$ cat src/rtl/arith_pkg.sv
package arith_pkg;

  ////////////////////////////////////////////////////////////////////////////
  // Sizes
  ////////////////////////////////////////////////////////////////////////////

  // Operand and result width
  localparam int XLEN = 32;

  // Command entries held in the queue
  localparam int QUEUE_DEPTH = 4;

  // Derived widths for queue pointers and the multiply step counter
  localparam int QPTR_W = $clog2(QUEUE_DEPTH);
  localparam int MUL_CNT_W = $clog2(XLEN);

  ////////////////////////////////////////////////////////////////////////////
  // Types
  ////////////////////////////////////////////////////////////////////////////

  typedef logic [XLEN-1:0] word_t;

  typedef enum logic [2:0] {
    OP_ADD  = 3'd0,
    OP_SUB  = 3'd1,
    OP_SLT  = 3'd2,
    OP_SLTU = 3'd3,
    OP_MUL  = 3'd4
  } alu_op_e;

  // Execution core states
  typedef enum logic [1:0] {
    ST_IDLE = 2'd0,
    ST_MUL  = 2'd1,
    ST_DONE = 2'd2
  } core_state_e;

endpackage

$ cat src/rtl/arith_req_if.sv
`timescale 1ns/1ps

// One queued command on its way from the queue to the core
interface arith_req_if;
  import arith_pkg::*;

  logic    valid;
  logic    ready;
  alu_op_e op;
  word_t   a;
  word_t   b;

  // Queue side
  modport source (
    output valid,
    output op,
    output a,
    output b,
    input  ready
  );

  // Core side
  modport sink (
    input  valid,
    input  op,
    input  a,
    input  b,
    output ready
  );

endinterface

$ cat src/rtl/prefix_adder.sv
`timescale 1ns/1ps

module prefix_adder #(
  parameter int WIDTH = arith_pkg::XLEN
) (
  input  logic [WIDTH-1:0] a,
  input  logic [WIDTH-1:0] b,
  input  logic             cin,
  output logic [WIDTH-1:0] sum,
  output logic             cout
);

  // Depth of the up-sweep tree
  localparam int LEVELS = $clog2(WIDTH);

  logic [WIDTH-1:0] p_bit;
  logic [WIDTH-1:0] g_bit;
  logic [WIDTH-1:0] carry;

  // Per-bit propagate and generate
  assign p_bit = a ^ b;
  assign g_bit = a & b;

  ////////////////////////////////////////////////////////////////////////////
  // Up-sweep
  ////////////////////////////////////////////////////////////////////////////

  // Level l combines pairs of groups 2**(l-1) bits apart; the node at the
  // top of every aligned 2**l block ends up holding that block's group
  for (genvar l = 0; l <= LEVELS; l++) begin : up
    logic [WIDTH-1:0] g;
    logic [WIDTH-1:0] p;

    if (l == 0) begin : base
      // Carry in is folded into bit 0, so every group reaching bit 0
      // already accounts for it
      assign g = {g_bit[WIDTH-1:1], g_bit[0] | (p_bit[0] & cin)};
      assign p = p_bit;
    end else begin : level
      for (genvar i = 0; i < WIDTH; i++) begin : bits
        if (((i + 1) % (2 ** l)) == 0) begin : node
          assign g[i] = up[l-1].g[i] | (up[l-1].p[i] & up[l-1].g[i - 2 ** (l - 1)]);
          assign p[i] = up[l-1].p[i] & up[l-1].p[i - 2 ** (l - 1)];
        end else begin : pass
          assign g[i] = up[l-1].g[i];
          assign p[i] = up[l-1].p[i];
        end
      end
    end
  end

  ////////////////////////////////////////////////////////////////////////////
  // Down-sweep
  ////////////////////////////////////////////////////////////////////////////

  // Fills the prefixes the up-sweep skipped. At level l the node halfway
  // up each 2**l block picks up the finished prefix just below it.
  for (genvar l = LEVELS; l >= 1; l--) begin : dn
    logic [WIDTH-1:0] g;

    if (l == LEVELS) begin : top
      assign g = up[LEVELS].g;
    end else begin : level
      for (genvar i = 0; i < WIDTH; i++) begin : bits
        if ((((i + 1) % (2 ** l)) == 2 ** (l - 1)) && (i >= 2 ** l)) begin : node
          // Upper node still holds its up-sweep group here
          assign g[i] = dn[l+1].g[i] | (up[LEVELS].p[i] & dn[l+1].g[i - 2 ** (l - 1)]);
        end else begin : pass
          assign g[i] = dn[l+1].g[i];
        end
      end
    end
  end

  ////////////////////////////////////////////////////////////////////////////
  // Sum
  ////////////////////////////////////////////////////////////////////////////

  // Carry into bit i is the prefix generate of bits i-1 down to 0
  assign carry = {dn[1].g[WIDTH-2:0], cin};
  assign sum   = p_bit ^ carry;
  assign cout  = dn[1].g[WIDTH-1];

endmodule

$ cat src/rtl/op_queue.sv
`timescale 1ns/1ps

module op_queue (
  input  logic               clk,
  input  logic               reset,
  input  logic               cmd_valid,
  output logic               cmd_ready,
  input  arith_pkg::alu_op_e cmd_op,
  input  arith_pkg::word_t   cmd_a,
  input  arith_pkg::word_t   cmd_b,
  arith_req_if.source        req
);
  import arith_pkg::*;

  alu_op_e op_mem [QUEUE_DEPTH];
  word_t   a_mem  [QUEUE_DEPTH];
  word_t   b_mem  [QUEUE_DEPTH];

  logic [QPTR_W-1:0] wr_ptr;
  logic [QPTR_W-1:0] rd_ptr;
  logic [QPTR_W:0]   count;
  logic              push;
  logic              pop;

  assign cmd_ready = (count != (QPTR_W + 1)'(QUEUE_DEPTH));
  assign push      = cmd_valid && cmd_ready;
  assign pop       = req.valid && req.ready;

  // Oldest entry goes out first
  assign req.valid = (count != '0);
  assign req.op    = op_mem[rd_ptr];
  assign req.a     = a_mem[rd_ptr];
  assign req.b     = b_mem[rd_ptr];

  always_ff @(posedge clk) begin
    if (reset) begin
      wr_ptr <= '0;
      rd_ptr <= '0;
      count  <= '0;
    end else begin
      if (push) begin
        wr_ptr <= (wr_ptr == QPTR_W'(QUEUE_DEPTH - 1)) ? '0 : wr_ptr + 1'b1;
      end
      if (pop) begin
        rd_ptr <= (rd_ptr == QPTR_W'(QUEUE_DEPTH - 1)) ? '0 : rd_ptr + 1'b1;
      end
      // Count holds when both sides move
      if (push && !pop) begin
        count <= count + 1'b1;
      end else if (pop && !push) begin
        count <= count - 1'b1;
      end
    end
  end

  always_ff @(posedge clk) begin
    if (push) begin
      op_mem[wr_ptr] <= cmd_op;
      a_mem[wr_ptr]  <= cmd_a;
      b_mem[wr_ptr]  <= cmd_b;
    end
  end

endmodule

$ cat src/rtl/alu_core.sv
`timescale 1ns/1ps

module alu_core (
  input  logic             clk,
  input  logic             reset,
  arith_req_if.sink        req,
  output logic             res_valid,
  input  logic             res_ready,
  output arith_pkg::word_t res_data,
  output logic             res_carry
);
  import arith_pkg::*;

  core_state_e state;
  core_state_e state_next;

  word_t add_a;
  word_t add_b;
  word_t add_sum;
  logic  add_cin;
  logic  add_cout;

  word_t result_q;
  logic  carry_q;
  word_t mcand_q;
  word_t mplier_q;

  logic [MUL_CNT_W-1:0] step_q;

  logic accept;
  logic sub_op;
  logic sub_ovf;
  logic lt_signed;
  logic lt_unsigned;

  assign req.ready = (state == ST_IDLE);
  assign accept    = req.valid && req.ready;

  // Everything but ADD runs a - b
  assign sub_op = (req.op != OP_ADD);

  ////////////////////////////////////////////////////////////////////////////
  // Shared adder
  ////////////////////////////////////////////////////////////////////////////

  always_comb begin
    if (state == ST_MUL) begin
      // Accumulator plus shifted multiplicand
      add_a   = result_q;
      add_b   = mcand_q;
      add_cin = 1'b0;
    end else begin
      add_a   = req.a;
      add_b   = sub_op ? ~req.b : req.b;
      add_cin = sub_op;
    end
  end

  prefix_adder #(
    .WIDTH (XLEN)
  ) i_adder (
    .a    (add_a),
    .b    (add_b),
    .cin  (add_cin),
    .sum  (add_sum),
    .cout (add_cout)
  );

  // Signed overflow of a - b when operand signs differ and the result sign flips
  assign sub_ovf     = (req.a[XLEN-1] != req.b[XLEN-1]) && (add_sum[XLEN-1] != req.a[XLEN-1]);
  assign lt_signed   = add_sum[XLEN-1] ^ sub_ovf;
  assign lt_unsigned = ~add_cout;

  ////////////////////////////////////////////////////////////////////////////
  // Control
  ////////////////////////////////////////////////////////////////////////////

  always_comb begin
    state_next = state;
    case (state)
      ST_IDLE: begin
        if (accept) begin
          state_next = (req.op == OP_MUL) ? ST_MUL : ST_DONE;
        end
      end
      ST_MUL: begin
        if (step_q == MUL_CNT_W'(XLEN - 1)) begin
          state_next = ST_DONE;
        end
      end
      ST_DONE: begin
        if (res_ready) begin
          state_next = ST_IDLE;
        end
      end
      default: state_next = ST_IDLE;
    endcase
  end

  always_ff @(posedge clk) begin
    if (reset) begin
      state  <= ST_IDLE;
      step_q <= '0;
    end else begin
      state <= state_next;
      if (accept) begin
        step_q <= '0;
      end else if (state == ST_MUL) begin
        step_q <= step_q + 1'b1;
      end
    end
  end

  ////////////////////////////////////////////////////////////////////////////
  // Datapath
  ////////////////////////////////////////////////////////////////////////////

  always_ff @(posedge clk) begin
    if (accept) begin
      case (req.op)
        OP_SLT: begin
          result_q <= word_t'(lt_signed);
          carry_q  <= add_cout;
        end
        OP_SLTU: begin
          result_q <= word_t'(lt_unsigned);
          carry_q  <= add_cout;
        end
        OP_MUL: begin
          // Accumulator doubles as the result register
          result_q <= '0;
          carry_q  <= 1'b0;
          mcand_q  <= req.a;
          mplier_q <= req.b;
        end
        default: begin
          result_q <= add_sum;
          carry_q  <= add_cout;
        end
      endcase
    end else if (state == ST_MUL) begin
      if (mplier_q[0]) begin
        result_q <= add_sum;
      end
      mcand_q  <= mcand_q << 1;
      mplier_q <= mplier_q >> 1;
    end
  end

  // Result held in ST_DONE until taken
  assign res_valid = (state == ST_DONE);
  assign res_data  = result_q;
  assign res_carry = carry_q;

endmodule

$ cat src/rtl/arith_unit.sv
`timescale 1ns/1ps

module arith_unit (
  input  logic               clk,
  input  logic               reset,

  // Command port
  input  logic               cmd_valid,
  output logic               cmd_ready,
  input  arith_pkg::alu_op_e cmd_op,
  input  arith_pkg::word_t   cmd_a,
  input  arith_pkg::word_t   cmd_b,

  // Result port
  output logic               res_valid,
  input  logic               res_ready,
  output arith_pkg::word_t   res_data,
  output logic               res_carry
);

  arith_req_if req_if ();

  // Commands wait here in order
  op_queue i_queue (
    .clk       (clk),
    .reset     (reset),
    .cmd_valid (cmd_valid),
    .cmd_ready (cmd_ready),
    .cmd_op    (cmd_op),
    .cmd_a     (cmd_a),
    .cmd_b     (cmd_b),
    .req       (req_if)
  );

  // One command at a time on the prefix adder
  alu_core i_core (
    .clk       (clk),
    .reset     (reset),
    .req       (req_if),
    .res_valid (res_valid),
    .res_ready (res_ready),
    .res_data  (res_data),
    .res_carry (res_carry)
  );

endmodule

$ cat config.mk
export PLATFORM = sky130hd
export DESIGN_NAME = arith_unit
export DESIGN_NICKNAME = d
export VERILOG_FILES = /design/src/rtl/arith_pkg.sv /design/src/rtl/arith_req_if.sv /design/src/rtl/prefix_adder.sv /design/src/rtl/op_queue.sv /design/src/rtl/alu_core.sv /design/src/rtl/arith_unit.sv
export SDC_FILE = /design/constraint.sdc
export NUM_CORES = 1
export LEC_CHECK = 0
export BUFFER_PORTS_ARGS = -buffer_cell sky130_fd_sc_hd__buf_2
export CELL_PAD_IN_SITES_DETAIL_PLACEMENT = 1
export CELL_PAD_IN_SITES_GLOBAL_PLACEMENT = 2
export CORE_MARGIN = 2
export CORE_UTILIZATION = 45
export DETAILED_ROUTE_END_ITERATION = 10
export GPL_TIMING_DRIVEN = 0
export HOLD_SLACK_MARGIN = 0.12
export PLACE_DENSITY = 0.77
export RECOVER_POWER = 25
export SYNTH_ARGS = -nofsm -noshare
export SYNTH_HDL_FRONTEND = slang
export SYNTH_HIERARCHICAL = 1
export SYNTH_SLANG_ARGS = --single-unit
$ cat constraint.sdc
create_clock -name clk -period 13 [get_ports clk]
set_clock_uncertainty 0.15 [all_clocks]
set_input_delay 3.25 -clock clk [delete_from_list [all_inputs] [get_ports clk]]
set_output_delay 3.25 -clock clk [all_outputs]
set_load 0.01 [all_outputs]
**After elaboration in Yosys (flattened, before gate mapping)**

Memories as Yosys holds them, arrays and structs flattened. A register that Yosys moved wholly into a read port is not among the register bits.
Index checks and enable logic that the tools add are counted.

- Memory bits (writable): 268
- Bits in registers: 111
- Memories kept: 3
- Output and inout bits: 35
- Input bits: 71

- Bitwise logic cells: 148
- Reductions and logical operators: 17
- Muxes and demuxes: 31
- Equality and inequality tests: 15
- $add $sub $neg: 5

Memory list:

| name | depth | width | rd ports | clocked after memory_dff | wr ports | RTL line | text |
|---|---|---|---|---|---|---|---|
| i_queue.a_mem | 4 | 32 | 1 | 1 | 1 | op_queue.sv:16 | `word_t a_mem [QUEUE_DEPTH];` |
| i_queue.b_mem | 4 | 32 | 1 | 1 | 1 | op_queue.sv:17 | `word_t b_mem [QUEUE_DEPTH];` |
| i_queue.op_mem | 4 | 3 | 1 | 1 | 1 | op_queue.sv:15 | `alu_op_e op_mem [QUEUE_DEPTH];` |

Operators by type and width:

| cell | count |
|---|---|
| $mux W32 | 12 |
| $pmux W32 S3 | 1 |
| $and A1 B1 Y1 | 84 |
| $xor A32 B32 Y32 | 2 |
| $or A1 B1 Y1 | 58 |
| $and A32 B32 Y32 | 1 |
| $not A32 Y32 | 1 |
| $mux W2 | 12 |
| $eq A2 B2 Y1 const B | 3 |
| $eq A3 B2 Y1 const B | 2 |
| $mux W3 | 2 |
| $ne A2 B1 Y1 const B | 3 |
| $pmux W2 S3 | 1 |
| $reduce_bool A2 Y1 | 3 |
| $reduce_bool A3 Y1 | 2 |
| $add A5 B1 Y5 const B | 1 |
| $eq A5 B5 Y1 const B | 1 |
| $logic_and A1 B1 Y1 | 5 |
| $add A2 B1 Y2 const B | 2 |
| $reduce_and A2 Y1 | 2 |
| $add A3 B1 Y3 const B | 1 |
| $eq A3 B3 Y1 const B | 1 |
| $mux W1 | 3 |
| $ne A3 B3 Y1 const B | 1 |
| other kinds (10) | 12 |

**Longest topological paths before layout**

- Depth in word-level cells: 28
- Depth in mapped cells: 21
- Mapped depth without buffers: 19

**Modules after synthesis**

Netlist, hierarchy kept.

Modules (own cells, without submodules):

| module | cells an instance | area each (µm²) | times used |
|---|---|---|---|
| op_queue | 398 | 10151.0 | 1 |
| alu_core | 466 | 5323.9 | 1 |
| prefix_adder | 150 | 1336.3 | 1 |

**Least setup slack after synthesis**

Ideal clock, no wire load.

- Path kind: input port to flip-flop
- Start point: input cmd_valid
- End point: register i_queue.count[2]
- Data arrival time: 4662 ps
- Slack: 8118 ps
- Path buffers: 0
- Setup time: 70 ps
- Stages on the path: 7
- Path through: and2_4 ha_1 inv_1 fa_1 xor2_1 or3_2 a21oi_1

- Cells in the longest elaborated chain, start to end: 4

Ends and longest elaborated chain:

| item | RTL line | text |
|---|---|---|
| from (decl) | arith_unit.sv:8 | `input logic cmd_valid,` |
| $logic_and A1 B1 Y1 * | op_queue.sv:26 | `assign push = cmd_valid && cmd_ready;` |
| $logic_not A1 Y1 | op_queue.sv:50 | `end else if (pop && !push) begin` |
| $logic_and A1 B1 Y1 | op_queue.sv:50 |  |
| $reduce_bool A2 Y1 (no line) | n/a |  |
| to (signal assigned) | op_queue.sv:49 | `count <= count + 1'b1;` |
| to (signal assigned) | op_queue.sv:51 | `count <= count - 1'b1;` |
| to (decl) | op_queue.sv:21 | `logic [QPTR_W:0] count;` |

Mark *: on every way between the ends. The rest lies on a longest branch, timed or not.
A chain may end at the register's enable or synchronous reset.

==> flow_summary.yaml <==
run_status:
  status: "complete, but fails checks"
  violations: "capacitance limit, slew limit"
timing:
  period_minus_slack_ns: 6.19
  whs_ns: 0.332
  slew_headroom_pct: -25.2
  timing.final.ws_setup_ns: 6.81
  setup_viol: 0
  tns_ns: 0
  worst_pin_slew_ns: 1.88
  drv_slew: 27
  fmax_mhz: 162
  fin_crit_sh_pct: 47.6
  hold_viol: 0
  rsz0062_at_grt: "false"
finish:
  fin_nets: 1296
  instances_no_fill: 1670
  synthToLayoutAreaGrowth_pct: 15.7
  drive_above_1_share_pct: 25.7
power:
  leakage_nw: 6.93
  power_density_nw_per_um2: 295
  ir_drop_mv: 0.121
  total_power_w: 0.00573
hold_path:
  hold_depth: 2
  worstHoldStart: "i_core/step_q[4]$_SDFFE_PP0P_"
  hold_class: "reg -> reg"
  holdPathEnd: "i_core/step_q[4]$_SDFFE_PP0P_"
worst_setup_path:
  crit_type: "reg -> reg"
  critPathLaunchType: "register"
  rr_worst_depth: 18
  required_ns: 13.17
  worst_setup_path_end_kind: "register"
  worstPathMaxFanout: 10
  rrSetupSlack_ns: 6.81
  arrival_ns: 6.36
  r2r-end: "i_core/res_data[0]$_DFFE_PP_"
global_route:
  grt.busiest_layer: "met2"
  grtUsageMet3_pct: 2.87
  grt_max_degree: 65
  grt_overflow: 0
  grt_pass1_wl_um: 59200
  use_met1_pct: 27.4
  grt_pass1_vias: 9852
  grt_use_met2_pct: 35.6
  grt_usage_pct: 20.6
  antenna_found_initial: 2
synth:
  ys.flop_type: "edfxtp_1"
  synthCells: 1014
  netlist_top_cells_area: "edfxtp_1, mux4_2, mux2_2"
  netlist.area_leader.share_pct: 65.2
  synth_edf_count: 365
  synth_seq_area_share_pct: 67.1
  avgSynthCellArea_um2: 16.6
  syn_area_um2: 16800
  async_reset_ff_share_pct: 0
  synthDistinctLibCells: 53
  synth_commonest_cells: "edfxtp_1, nand2_1, mux4_2"
  synth-seq-cells: 381
  synth_largest_area_cell: "edfxtp_1"
  yosysMostFrequentCell: "edfxtp_1"
  synth_fp_nets: 1141
  yosys_warnings: 6
clocking:
  cts.path.max_buffers: 3
  postCtsSetupBuffers: 0
  cts_tree: "done"
  clkSinkCount: 381
  insertion_delay_ns: 0.57
  cts.repair.resized: 0
  cts_htree_levels: 2
  cts-buffers-inserted: 43
  clk_pin_slew_ns: 0.06
  cts_hold_buf: 0
  cts_root_buffer: "clkbuf_16"
floorplanning:
  dieArea_um2: 38900
  die_x_um: 197
  start_util_pct: 45.8
  rows: 70
  die_h_um: 197
  io_pins: 106
  design.core.area_um2: 36700
drt:
  wl_um: 38600
  num_vias: 8971
  wl_per_cell_um: 23.1
  via_per_inst: 5.37
  initialDrtViolationCount: 456
  ant_nets: 0
  drc: 0
  drtPass1Iterations: 4
job:
  max-cap-violations: 1
placed_design:
  port_buffers: 105
  place_ws_ns: 7.20
  dp.cells: 1592
  place.gp.congestion: 0.789
  hpwlAfterDp_um: 26500
-- through the flow --
stage	utilization, %	area (um2)
after floorplan	-	16800
after global placement	48.8	17900
after detailed placement	49.3	18100
after CTS	53.2	19500
after global routing	53.0	19400
final	53.0	19400
-- kinds of logic (layout without fill, tap and decap cells) --
kind of cell | after synthesis | after routing | synth area share, %
flops | 381 | 381 | 67.1
mux | 132 | 132 | 13.3
xor+xnor | 51 | 51 | 2.66
fa+ha+maj | 56 | 56 | 4.97
compound gates | 88 | 88 | 3.27
buf+inv | 74 | 261 | 2.26
other cells | 0 | 1 | 0
simple gates | 232 | 232 | 6.44
-- worst max path at each step --
| stage | endpoint | start | depth (start not counted) |
|---|---|---|---|
| after floorplan | i_queue/count[2]$_SDFFE_PP0P_ | cmd_valid | 7 |
| after global placement | i_core/res_data[0]$_DFFE_PP_ | register | 20 |
| after detailed placement | i_core/res_data[0]$_DFFE_PP_ | register | 20 |
| after CTS | i_core/res_data[26]$_DFFE_PP_ | register | 17 |
| after global routing | i_core/res_data[0]$_DFFE_PP_ | register | 20 |
| final | i_core/res_data[0]$_DFFE_PP_ | register | 18 |
-- state kept, by name, summed over array words and instances (netlist names), named ones only --
signal and count:
i_core/res_data 32, i_core/mplier_q 32, i_core/step_q 5, i_core/res_carry 1, i_core/mcand_q 32, i_queue/op_mem 12, i_queue/rd_ptr 2, i_queue/b_mem 128
i_queue/count 3, i_core/state 2, i_queue/a_mem 128, i_queue/wr_ptr 2
-- placed cells by master, fill, tap and decap left out, types with 5 or more instances in the layout --
master,Yosys,layout
a21oi_1,53,53
buf_4,12,9
nand2_1,119,118
inv_1,28,28
buf_2,14,82
xnor2_1,6,6
clkinv_1,0,7
clkbuf_1,10,58
edfxtp_1,365,365
a21o_1,6,6
ha_1,38,38
bufinv_16,0,7
xor2_1,45,45
clkbuf_16,0,44
clkinv_2,0,10
dfxtp_1,16,16
nor2_1,43,43
nor2b_1,5,5
buf_6,5,5
fa_1,18,18
o21ai_0,9,9
mux4_2,67,67
nand2b_1,6,6
mux2_2,62,60
and2_1,34,32
-- per-layer routing --
layer / up-vias / part of all wire [%] / wire length, um
li1: 4142 / - / -
met1: 4625 / 44 / 16800
met2: 158 / 51 / 19700
met3: 46 / 3.6 / 1380
met4: 0 / 1.7 / 675
met5: - / 0 / 0
-- report_power, final --
part	total [W]	internal, W	switching, W
registers	0.00187	0.00177	0.0000992
logic	0.00263	0.00117	0.00146
clock network	0.00124	0.000758	0.000479
total	0.00573	0.00370	0.00204
-- critical path, stage by stage, from the launching register on --
cell,delay (ns)
dfxtp_1,0.52
clkbuf_1,0.87
clkbuf_1,0.61
mux4_2,0.45
xor2_1,0.19
a21oi_1,0.18
inv_1,0.07
fa_1,0.39
inv_1,0.09
fa_1,0.24
a211oi_1,0.14
o211ai_2,0.23
nand4b_2,0.22
a2111oi_4,0.53
nor2_1,0.14
o31ai_2,0.41
nand2_1,0.11
and3_1,0.20
a22o_1,0.17
-- cell type report --
| cell class | count | area [um2] |
|---|---|---|
| Antenna cell | 1 | 2.50 |
| Buffer | 46 | 255 |
| Clock buffer | 50 | 1120 |
| Clock inverter | 27 | 320 |
| Fill cell | 3496 | 17300 |
| Inverter | 28 | 105 |
| Multi-Input combinational cell | 559 | 5170 |
| Sequential cell | 381 | 11300 |
| Tap cell | 468 | 586 |
| Timing Repair Buffer | 110 | 601 |
(Power assumes the default switching activity.)
